File: src/hdl/stat_defines.svh
`ifndef STAT_DEFINES_SVH
`define STAT_DEFINES_SVH

// ----------------------------------------------------------------------
// stat bus geometry
// ----------------------------------------------------------------------
// register stages in each direction, floorplan dependent
`define STAT_PIPE_STAGES 8
`define STAT_ADDR_W      8
`define STAT_DATA_W      32
`define STAT_INT_W       8
// one ready bit per DDR controller
`define DDR_READY_W      3

// ----------------------------------------------------------------------
// fixed read values
// ----------------------------------------------------------------------
`define DDR_STAT_ID      32'h5d1a_0a01
`define STAT_BAD_DATA    32'hdead_da7a

`endif

File: src/hdl/stat_bus_pkg.sv
`include "stat_defines.svh"

// word formats of the stat bus, both directions
package stat_bus_pkg;

   // host side request, one cycle per access
   // field order follows the shell stat port
   typedef struct packed {
      logic                    wr;
      logic                    rd;
      logic [`STAT_ADDR_W-1:0] addr;
      logic [`STAT_DATA_W-1:0] wdata;
   } stat_req_t;

   // response word, ack is a single cycle pulse
   // intr is not qualified by ack
   // rdata only meaningful with ack
   typedef struct packed {
      logic                    ack;
      logic [`STAT_INT_W-1:0]  intr;
      logic [`STAT_DATA_W-1:0] rdata;
   } stat_ack_t;

   // widths of the packed forms, used for pipe sizing
   localparam int STAT_REQ_W = $bits(stat_req_t);
   localparam int STAT_ACK_W = $bits(stat_ack_t);

endpackage

File: src/hdl/stat_reg_pkg.sv
`include "stat_defines.svh"

// register map of the DDR status block
package stat_reg_pkg;

   typedef logic [`STAT_ADDR_W-1:0] reg_addr_t;

   // ----------------------------------------------------------------------
   // offsets, byte addressed, word aligned
   // ----------------------------------------------------------------------
   localparam reg_addr_t REG_ID         = 'h00;
   localparam reg_addr_t REG_SCRATCH    = 'h04;
   localparam reg_addr_t REG_READY      = 'h08;
   localparam reg_addr_t REG_WR_COUNT   = 'h0C;
   // read status, write one to clear
   localparam reg_addr_t REG_INT_STATUS = 'h10;
   // write one to set, reads as zero
   localparam reg_addr_t REG_INT_SET    = 'h14;

   // field types
   typedef logic [`STAT_INT_W-1:0]  int_bits_t;
   typedef logic [`DDR_READY_W-1:0] ready_bits_t;

endpackage

File: src/hdl/stat_req_if.sv
`timescale 1ns/100ps

`include "stat_defines.svh"

// stat bus request, unpacked form between host port and register block
interface stat_req_if;

   logic                    wr;
   logic                    rd;
   logic [`STAT_ADDR_W-1:0] addr;
   logic [`STAT_DATA_W-1:0] wdata;

   // request issuer
   modport src (
      output wr,
      output rd,
      output addr,
      output wdata
   );

   // request consumer
   modport snk (
      input wr,
      input rd,
      input addr,
      input wdata
   );

endinterface

File: src/hdl/ddr_stat_regs.sv
`timescale 1ns/100ps

`include "stat_defines.svh"

// DDR status registers answering every request one cycle later
module ddr_stat_regs (
   input  logic                             clk,
   input  logic                             pipe_rst_n,
   stat_req_if.snk                          req,
   input  stat_reg_pkg::ready_bits_t        sh_cl_ddr_is_ready,
   output stat_bus_pkg::stat_ack_t          rsp
);

   logic [`STAT_DATA_W-1:0] scratch_q;
   logic [`STAT_DATA_W-1:0] wr_count_q;
   stat_reg_pkg::int_bits_t int_status_q;
   stat_reg_pkg::int_bits_t int_set;
   stat_reg_pkg::int_bits_t int_clr;
   logic                    ack_q;
   logic [`STAT_DATA_W-1:0] rdata_q;
   logic [`STAT_DATA_W-1:0] rd_mux;

   // ----------------------------------------------------------------------
   // write decode
   // ----------------------------------------------------------------------
   // w1s and w1c masks from the low byte of the write data
   assign int_set = (req.wr && req.addr == stat_reg_pkg::REG_INT_SET) ?
                    req.wdata[`STAT_INT_W-1:0] : '0;
   assign int_clr = (req.wr && req.addr == stat_reg_pkg::REG_INT_STATUS) ?
                    req.wdata[`STAT_INT_W-1:0] : '0;

   always_ff @(posedge clk)
   begin
      if (!pipe_rst_n)
      begin
         scratch_q    <= '0;
         wr_count_q   <= '0;
         int_status_q <= '0;
      end
      else
      begin
         if (req.wr && req.addr == stat_reg_pkg::REG_SCRATCH)
            scratch_q <= req.wdata;
         // counts every write including read only targets and wraps
         if (req.wr)
            wr_count_q <= wr_count_q + 1;
         // set wins over clear on the same bit
         int_status_q <= (int_status_q & ~int_clr) | int_set;
      end
   end

   // ----------------------------------------------------------------------
   // read mux
   // ----------------------------------------------------------------------
   always_comb
   begin
      case (req.addr)
         stat_reg_pkg::REG_ID:         rd_mux = `DDR_STAT_ID;
         stat_reg_pkg::REG_SCRATCH:    rd_mux = scratch_q;
         // ready bits in the low end with the rest zero
         stat_reg_pkg::REG_READY:
            rd_mux = {{(`STAT_DATA_W-`DDR_READY_W){1'b0}}, sh_cl_ddr_is_ready};
         stat_reg_pkg::REG_WR_COUNT:   rd_mux = wr_count_q;
         stat_reg_pkg::REG_INT_STATUS:
            rd_mux = {{(`STAT_DATA_W-`STAT_INT_W){1'b0}}, int_status_q};
         stat_reg_pkg::REG_INT_SET:    rd_mux = '0;
         default:                      rd_mux = `STAT_BAD_DATA;
      endcase
   end

   // one response per request and writes answer with zero data
   always_ff @(posedge clk)
   begin
      if (!pipe_rst_n)
      begin
         ack_q   <= 1'b0;
         rdata_q <= '0;
      end
      else
      begin
         ack_q   <= req.wr | req.rd;
         rdata_q <= (req.rd && !req.wr) ? rd_mux : '0;
      end
   end

   assign rsp.ack   = ack_q;
   assign rsp.rdata = rdata_q;
   // live status not tied to ack
   assign rsp.intr  = int_status_q;

endmodule

File: src/hdl/ddr_stat_top.sv
`timescale 1ns/100ps

`include "stat_defines.svh"

// stat register path of one DDR channel
// host port -> request pipe -> registers -> ack pipe -> host port
module ddr_stat_top (
   input  logic                        clk,
   input  logic                        pipe_rst_n,
   input  logic                        sh_ddr_stat_wr,
   input  logic                        sh_ddr_stat_rd,
   input  logic [`STAT_ADDR_W-1:0]     sh_ddr_stat_addr,
   input  logic [`STAT_DATA_W-1:0]     sh_ddr_stat_wdata,
   input  stat_reg_pkg::ready_bits_t   sh_cl_ddr_is_ready,
   output logic                        ddr_sh_stat_ack,
   output logic [`STAT_DATA_W-1:0]     ddr_sh_stat_rdata,
   output stat_reg_pkg::int_bits_t     ddr_sh_stat_int
);

   stat_req_if req_host ();
   stat_req_if req_regs ();

   stat_bus_pkg::stat_req_t req_pipe_in;
   stat_bus_pkg::stat_req_t req_pipe_out;
   stat_bus_pkg::stat_ack_t ack_pipe_in;
   stat_bus_pkg::stat_ack_t ack_pipe_out;

   // ----------------------------------------------------------------------
   // host side
   // ----------------------------------------------------------------------
   stat_host_port u_host_port (
      .clk               (clk),
      .pipe_rst_n        (pipe_rst_n),
      .sh_ddr_stat_wr    (sh_ddr_stat_wr),
      .sh_ddr_stat_rd    (sh_ddr_stat_rd),
      .sh_ddr_stat_addr  (sh_ddr_stat_addr),
      .sh_ddr_stat_wdata (sh_ddr_stat_wdata),
      .req               (req_host.src),
      .rsp               (ack_pipe_out),
      .ddr_sh_stat_ack   (ddr_sh_stat_ack),
      .ddr_sh_stat_rdata (ddr_sh_stat_rdata),
      .ddr_sh_stat_int   (ddr_sh_stat_int)
   );

   // pack for the pipe
   assign req_pipe_in.wr    = req_host.wr;
   assign req_pipe_in.rd    = req_host.rd;
   assign req_pipe_in.addr  = req_host.addr;
   assign req_pipe_in.wdata = req_host.wdata;

   // ----------------------------------------------------------------------
   // pipes across the floorplan
   // ----------------------------------------------------------------------
   stat_pipe #(
      .WIDTH  (stat_bus_pkg::STAT_REQ_W),
      .STAGES (`STAT_PIPE_STAGES)
   ) u_req_pipe (
      .clk        (clk),
      .pipe_rst_n (pipe_rst_n),
      .in_bus     (req_pipe_in),
      .out_bus    (req_pipe_out)
   );

   // unpack at the register end
   assign req_regs.wr    = req_pipe_out.wr;
   assign req_regs.rd    = req_pipe_out.rd;
   assign req_regs.addr  = req_pipe_out.addr;
   assign req_regs.wdata = req_pipe_out.wdata;

   stat_pipe #(
      .WIDTH  (stat_bus_pkg::STAT_ACK_W),
      .STAGES (`STAT_PIPE_STAGES)
   ) u_ack_pipe (
      .clk        (clk),
      .pipe_rst_n (pipe_rst_n),
      .in_bus     (ack_pipe_in),
      .out_bus    (ack_pipe_out)
   );

   // ----------------------------------------------------------------------
   // register block
   // ----------------------------------------------------------------------
   ddr_stat_regs u_regs (
      .clk                (clk),
      .pipe_rst_n         (pipe_rst_n),
      .req                (req_regs.snk),
      .sh_cl_ddr_is_ready (sh_cl_ddr_is_ready),
      .rsp                (ack_pipe_in)
   );

endmodule

File: src/hdl/stat_host_port.sv
`timescale 1ns/100ps

`include "stat_defines.svh"

// host side of the stat bus
// one register on the way in, one on the way out
module stat_host_port (
   input  logic                         clk,
   input  logic                         pipe_rst_n,
   input  logic                         sh_ddr_stat_wr,
   input  logic                         sh_ddr_stat_rd,
   input  logic [`STAT_ADDR_W-1:0]      sh_ddr_stat_addr,
   input  logic [`STAT_DATA_W-1:0]      sh_ddr_stat_wdata,
   stat_req_if.src                      req,
   input  stat_bus_pkg::stat_ack_t      rsp,
   output logic                         ddr_sh_stat_ack,
   output logic [`STAT_DATA_W-1:0]      ddr_sh_stat_rdata,
   output logic [`STAT_INT_W-1:0]       ddr_sh_stat_int
);

   // ----------------------------------------------------------------------
   // request capture
   // ----------------------------------------------------------------------
   always_ff @(posedge clk)
   begin
      if (!pipe_rst_n)
      begin
         req.wr    <= 1'b0;
         req.rd    <= 1'b0;
         req.addr  <= '0;
         req.wdata <= '0;
      end
      else
      begin
         req.wr    <= sh_ddr_stat_wr;
         // write wins, a read in the same cycle is lost
         req.rd    <= sh_ddr_stat_rd & ~sh_ddr_stat_wr;
         req.addr  <= sh_ddr_stat_addr;
         // no write data on reads, keeps the pipe quiet
         req.wdata <= sh_ddr_stat_wr ? sh_ddr_stat_wdata : '0;
      end
   end

   // ----------------------------------------------------------------------
   // response capture
   // ----------------------------------------------------------------------
   always_ff @(posedge clk)
   begin
      if (!pipe_rst_n)
      begin
         ddr_sh_stat_ack   <= 1'b0;
         ddr_sh_stat_rdata <= '0;
         ddr_sh_stat_int   <= '0;
      end
      else
      begin
         ddr_sh_stat_ack   <= rsp.ack;
         // rdata held at zero between acks
         ddr_sh_stat_rdata <= rsp.ack ? rsp.rdata : '0;
         // status follows every cycle
         ddr_sh_stat_int   <= rsp.intr;
      end
   end

endmodule

File: src/hdl/stat_pipe.sv
`timescale 1ns/100ps

// fixed latency register chain
// cuts long routes between shell and controller regions
module stat_pipe #(
   parameter int WIDTH  = 8,
   parameter int STAGES = 4
) (
   input  logic             clk,
   input  logic             pipe_rst_n,
   input  logic [WIDTH-1:0] in_bus,
   output logic [WIDTH-1:0] out_bus
);

   generate
      if (STAGES == 0)
      begin : g_bypass
         // zero depth passes the bus straight through
         assign out_bus = in_bus;
      end
      else
      begin : g_chain
         logic [WIDTH-1:0] stage_q [STAGES];

         // all stages cleared by reset
         always_ff @(posedge clk)
         begin
            if (!pipe_rst_n)
            begin
               for (int i = 0; i < STAGES; i++)
                  stage_q[i] <= '0;
            end
            else
            begin
               stage_q[0] <= in_bus;
               // shift toward the output
               for (int i = 1; i < STAGES; i++)
                  stage_q[i] <= stage_q[i-1];
            end
         end

         assign out_bus = stage_q[STAGES-1];
      end
   endgenerate

endmodule

File: config.mk
export PLATFORM = sky130hd
export DESIGN_NAME = ddr_stat_top
export DESIGN_NICKNAME = d
export VERILOG_FILES = /design/src/hdl/stat_bus_pkg.sv /design/src/hdl/stat_reg_pkg.sv /design/src/hdl/stat_req_if.sv /design/src/hdl/ddr_stat_regs.sv /design/src/hdl/ddr_stat_top.sv /design/src/hdl/stat_host_port.sv /design/src/hdl/stat_pipe.sv
export VERILOG_INCLUDE_DIRS = /design/src /design/src/hdl
export SDC_FILE = /design/constraint.sdc
export NUM_CORES = 1
export LEC_CHECK = 0
export ABC_AREA = 0
export BUFFER_PORTS_ARGS = -buffer_cell sky130_fd_sc_hd__buf_4
export CORE_UTILIZATION = 40
export CTS_BUF_LIST = sky130_fd_sc_hd__clkbuf_16
export CTS_CLUSTER_SIZE = 20
export DETAILED_ROUTE_END_ITERATION = 16
export GPL_TIMING_DRIVEN = 0
export PLACE_DENSITY_LB_ADDON = 0.12
export SLEW_MARGIN = 10
export SYNTH_ARGS = -nofsm -noshare
export SYNTH_HDL_FRONTEND = slang
export SYNTH_SLANG_ARGS = --single-unit
File: constraint.sdc
create_clock -name clk -period 3.9 [get_ports clk]
set_clock_uncertainty 0.15 [all_clocks]
set_input_delay 0.39 -clock clk [delete_from_list [all_inputs] [get_ports clk]]
set_output_delay 0.39 -clock clk [all_outputs]
set_load 0.03 [all_outputs]
* Yosys cells after proc, flatten, opt, wreduce, memory -nomap -nowiden
Memory sizes are Yosys's and may differ from the RTL's. Cells that the tools add are included.
Storage, ports and cells: RAM bits 664, bits of input ports 47, bits in registers 188, output and inout bits 41, logic and storage cells 72, memories kept 2
Cells by class: bitwise operators 22, equality and inequality tests 5, add/subtract/negate cells 1, reduce and logical (&&, ||, !) cells 9, muxes and demuxes 21
Memory list:
- u_req_pipe.g_chain.stage_q | depth 8, width 42, rd ports 8, clocked after Yosys merged registers in 0, write ports 8, RTL line stat_pipe.sv:23 | logic [WIDTH-1:0] stage_q [STAGES];
- u_ack_pipe.g_chain.stage_q | depth 8, width 41, rd ports 8, clocked after Yosys merged registers in 0, write ports 8, RTL line stat_pipe.sv:23
Operator list (count):
- 42-bit two-way mux | 8
- 41-bit two-way mux | 8
- 32-bit one-hot mux with 6 select lines | 1
- 32-bit by 1-bit adder with 32-bit output (second input constant) | 1
- 1-bit bitwise OR | 17
- 8-bit by 4-bit equality test with 1-bit output (second input constant) | 2
- 8-bit by 5-bit equality test with 1-bit output (second input constant) | 2
- 8-bit two-way mux | 2
- 8-bit AND | 1
- 8-bit by 3-bit equality test with 1-bit output (second input constant) | 1
- 8-bit logical NOT | 1
- 8-bit inverter | 1
- 8-bit bitwise OR | 1
- 2-bit AND reduction | 3
- 1-bit logical AND | 4
- 1-bit two-way mux | 2
- 1-bit AND | 1
- 1-bit logical NOT | 1
- 1-bit inverter | 1

* Longest topological paths before layout
word-level depth 6, depth in mapped cells 7, depth with buffers taken out 5

* Modules after synthesis
Synthesis repeated with hierarchy kept, for this count alone.
Unflattened totals: cells, all modules 2198, area total of the unflattened synthesis 25340.6 sq um
Modules (own cells, without submodules):
- stat_pipe at u_req_pipe | sequential area each 6726.5 sq um, area an instance 9371.5 sq um, cells each 751, times used 1
- stat_pipe at u_ack_pipe | sequential area each 6566.3 sq um, area an instance 9113.7 sq um, cells each 733, times used 1
- ddr_stat_regs | sequential area each 2102.0 sq um, area an instance 4521.8 sq um, cells each 533, times used 1
- stat_host_port | sequential area each 1661.6 sq um, area an instance 2333.5 sq um, cells each 181, times used 1

* Least setup slack after synthesis
Ideal clock, no wire load.
kind reg-to-reg, start memory u_req_pipe.g_chain.stage_q[1][159] in the netlist's numbering, end register u_regs.scratch_q[1], path buffers 2, setup slack 1800 ps, stages on the path, launching flop included 7, data arrival time 1822 ps, required time 3622 ps, setup time 128 ps, cell sequence dfxtp_1 > or4_4 > buf_6 > nor4_4 > buf_6 > mux2i_1 > nor2_1
RTL lines:
- start: declaration | RTL line stat_pipe.sv:23
- end signal: assignment | RTL line ddr_stat_regs.sv:43 | scratch_q <= req.wdata;
- end: declaration | RTL line ddr_stat_regs.sv:14 | logic [`STAT_DATA_W-1:0] scratch_q;

* Final worst setup path
start input port pipe_rst_n, end register u_host_port.req.wdata[2]
On the way: longest elaborated chain between the ends 1
Ends and longest elaborated chain:
- start: declaration | RTL line ddr_stat_top.sv:9 | input logic pipe_rst_n,
- 2-bit AND reduction (no source line)
- end signal: assignment | RTL line stat_host_port.sv:40 | req.wdata <= sh_ddr_stat_wr ? sh_ddr_stat_wdata : '0;
- end: declaration | RTL line stat_req_if.sv:18 | output wdata
No other way between the ends. A chain may end at the register's enable or synchronous reset.

==> impl_metrics.yaml <==
synth:
  yosysSeqAreaShare: 0.700
  synth_warnings: 0
  synth.avg_cell_area_sq_um: 12.0
  synthCells: 2037
  synth_cell_types: 47
  synthesis.area_sq_um: 24400
  synth-seq-cells: 852
  syn_nets: 2085
min_path:
  hold_class: "in -> reg"
power:
  power.density_nw_per_um2: 566
  vdd_drop_max_mv: 0.290
  power.leakage_uw: 0.0120
critical_path:
  critPathLaunchType: "primary input"
  crit_path_end_kind: "flop"
  max_stage_delay_ns: 0.69
  cp_num_buf_inv: 5
  cp.required_ns: 4.30
  worstPathCellList: "buf_4 -> clkbuf_1 -> clkbuf_1 -> clkbuf_1 -> and3_1 -> dlygate4sd3_1"
  slowest_stage: "clkbuf_1"
  crit_top_cell: "clkbuf_1"
  crit_family: "buffers and inverters"
  arrival_ns: 3.23
  path_max_fanout: 10
  crit_type: "in -> reg"
floorplan:
  die_y_microns: 249
  core_area_sq_um: 60200
  die_w_microns: 249
  start_util: 0.405
  rows: 90
  ioPinCount: 88
  dieArea_sq_um: 61900
drt:
  firstDrtPassIters: 4
  ant_nets: 0
  wl_per_cell_microns: 12.2
  vias_per_cell: 4.10
  drt_iter0_markers: 345
  route.detailed.drc: 0
  wirelength_microns: 37900
  num_vias: 12700
status:
  status: "completed"
cts:
  cts.htree.levels: 3
  numCtsBuffers: 82
  cts_resized: 0
  root_buffer: "clkbuf_16"
  path_clk_slew_ns: 0.06
  clock_sinks: 852
  cts_tree: "yes"
  clk-insertion-delay-late_ns: 0.60
  clk_path_buf_depth: 3
sta:
  worst_slew_pin_slew_ns: 1.06
  drv_slew: 0
  final.min_clock_period_ns: 2.84
  rsz0062_at_grt: "false"
  finalWorstSetupSlack_ns: 1.06
  setup_viol: 0
  hold_viol: 0
  slew_headroom: 0.295
  fin_crit_sh: 0.728
  clock.fmax_mhz: 352
  tns_ns: 0
finish:
  diodes: 0
  final_cell_mix: "dfxtp_1, and2_1, clkbuf_1, buf_4, clkbuf_16"
  syn_to_final_growth_pct: 19.0
  mostFrequentLayoutCell: "dfxtp_1"
  fin_nets: 2301
  drive_gt1_frac: 0.0925
place:
  dp_hpwl_microns: 26400
  numPortBuffers: 87
  gp_congestion: 0.843
  post-place-ws_ns: 0.351
global_routing:
  overflow: 0
  grt_max_degree: 16
  grt_antenna_before_repair: 2
  grt_pass1_vias: 12200
  track_usage: 0.127
  grt_first_pass_wirelength_microns: 62300
job:
  maxCapViolCount: 0
==> Yosys cell counts, drive strengths merged <==
cell | count | area, sq um
nand2b | 4 | 25.0
a21oi | 25 | 125
buf | 13 | 103
mux2 | 1 | 11.3
or3 | 10 | 62.6
nor4 | 4 | 76.3
and3 | 70 | 438
o41ai | 1 | 8.76
nand3b | 9 | 67.6
a221o | 16 | 160
mux2i | 34 | 340
a22o | 8 | 70.1
inv | 10 | 37.5
o2bb2ai | 1 | 8.76
ha | 1 | 12.5
nand3 | 6 | 30.0
or4b | 3 | 30.0
a41oi | 5 | 43.8
a211oi | 1 | 12.5
a32o | 1 | 10.0
nor2b | 5 | 31.3
o31ai | 7 | 52.6
xor2 | 8 | 70.1
o21ai | 15 | 75.1
and3b | 1 | 8.76
clkbuf | 107 | 403
nand2 | 21 | 78.8
dfxtp | 852 | 17100
nor2 | 63 | 269
nor3 | 1 | 5.00
a31oi | 3 | 18.8
a221oi | 1 | 8.76
and4 | 7 | 61.3
a22oi | 7 | 52.6
and2 | 685 | 4290
or4 | 10 | 82.6
nor3b | 2 | 15.0
nand4 | 15 | 93.8
xnor2 | 4 | 35.0
==> metal layers <==
layer | global-route usage | vias up | part of all wire
met5 | 0 | - | 0
met4 | 0.0552 | 0 | 0.025
met3 | 0.0278 | 68 | 0.047
met2 | 0.237 | 226 | 0.53
met1 | 0.137 | 5492 | 0.40
li1 | - | 6909 | -
==> cells by family (layout without fill, tap and decap cells) <==
kind of cell / count (synthesis) / after routing / synth area share
flip-flops: 852 / 852 / 0.700
XOR/XNOR: 12 / 12 / 0.00431
buffers and inverters: 130 / 406 / 0.0223
AO/OA/AOI/OAI: 91 / 91 / 0.0265
multiplexers: 35 / 35 / 0.0144
AND/OR/NAND/NOR: 916 / 916 / 0.232
adder cells (fa/ha/maj): 1 / 1 / 0.000513
==> stage by stage <==
stage	utilization	total power [uW]	std cells	cell area, sq um	hold WS (ns)
5_1_grt	0.481	17100	3095	29000	0.208
6_report	0.481	16400	3095	29000	0.175
3_5_place_dp	0.432	9200	2906	26000	0.267
2_1_floorplan	-	9070	2037	24400	0.262
3_3_place_gp	0.432	9190	2906	26000	0.264
4_1_cts	0.481	16700	3095	29000	0.138
==> worst register-to-register path, cell delays in order, from the launching register on <==
cell and delay (ns):
dfxtp_1 0.45, ha_1 0.21, and3_1 0.16, clkbuf_1 0.26, nand4_1 0.43, clkbuf_1 0.41
or3_1 0.39, a21oi_1 0.13
==> flip-flops by register name (all words and copies together) (netlist names), 32 cells and up <==
name	flops
u_ack_pipe.g_chain.stage_q	328
u_host_port.ddr_sh_stat_rdata	32
u_host_port.req.wdata	32
u_regs.rdata_q	32
u_regs.scratch_q	32
u_regs.wr_count_q	32
u_req_pipe.g_chain.stage_q	336
==> where the power goes <==
group          internal [uW]  switching (uW)  total [uW]  leakage (uW)
clock                   4340            3050        7390       0.00131
sequential              8750            9.32        8760       0.00687
combinational            107             155         262       0.00377
total                  13200            3210       16400        0.0120
==> cell type report <==
type	count	area, sq um
multi-input combinational	1055	6780
tap	782	978
fill	5403	31200
inverter	10	37.5
timing repair buffer	132	1100
clock buffer	84	2100
clock inverter	60	448
buffer	120	505
sequential	852	17100
==> final timing paths <==
kind / from / to / slack, ns / cells after the start
worst min-delay path: sh_ddr_stat_wr / u_host_port.req.wdata[8] / 0.17 / 3
worst max register to register: u_regs.wr_count_q[0] / u_regs.wr_count_q[24] / 1.23 / 7
worst min register to register: u_ack_pipe.g_chain.stage_q[0][95] / u_ack_pipe.g_chain.stage_q[0][136] / 0.27 / 1
worst max-delay path: pipe_rst_n / u_host_port.req.wdata[2] / 1.06 / 6
==> repair_timing <==
action	in CTS	in global routing
setup buffers	0	0
hold endpoints to repair	41	0
setup endpoints to repair	0	0
hold buffers	45	0
Note: power is estimated with default switching activity, not from simulation.
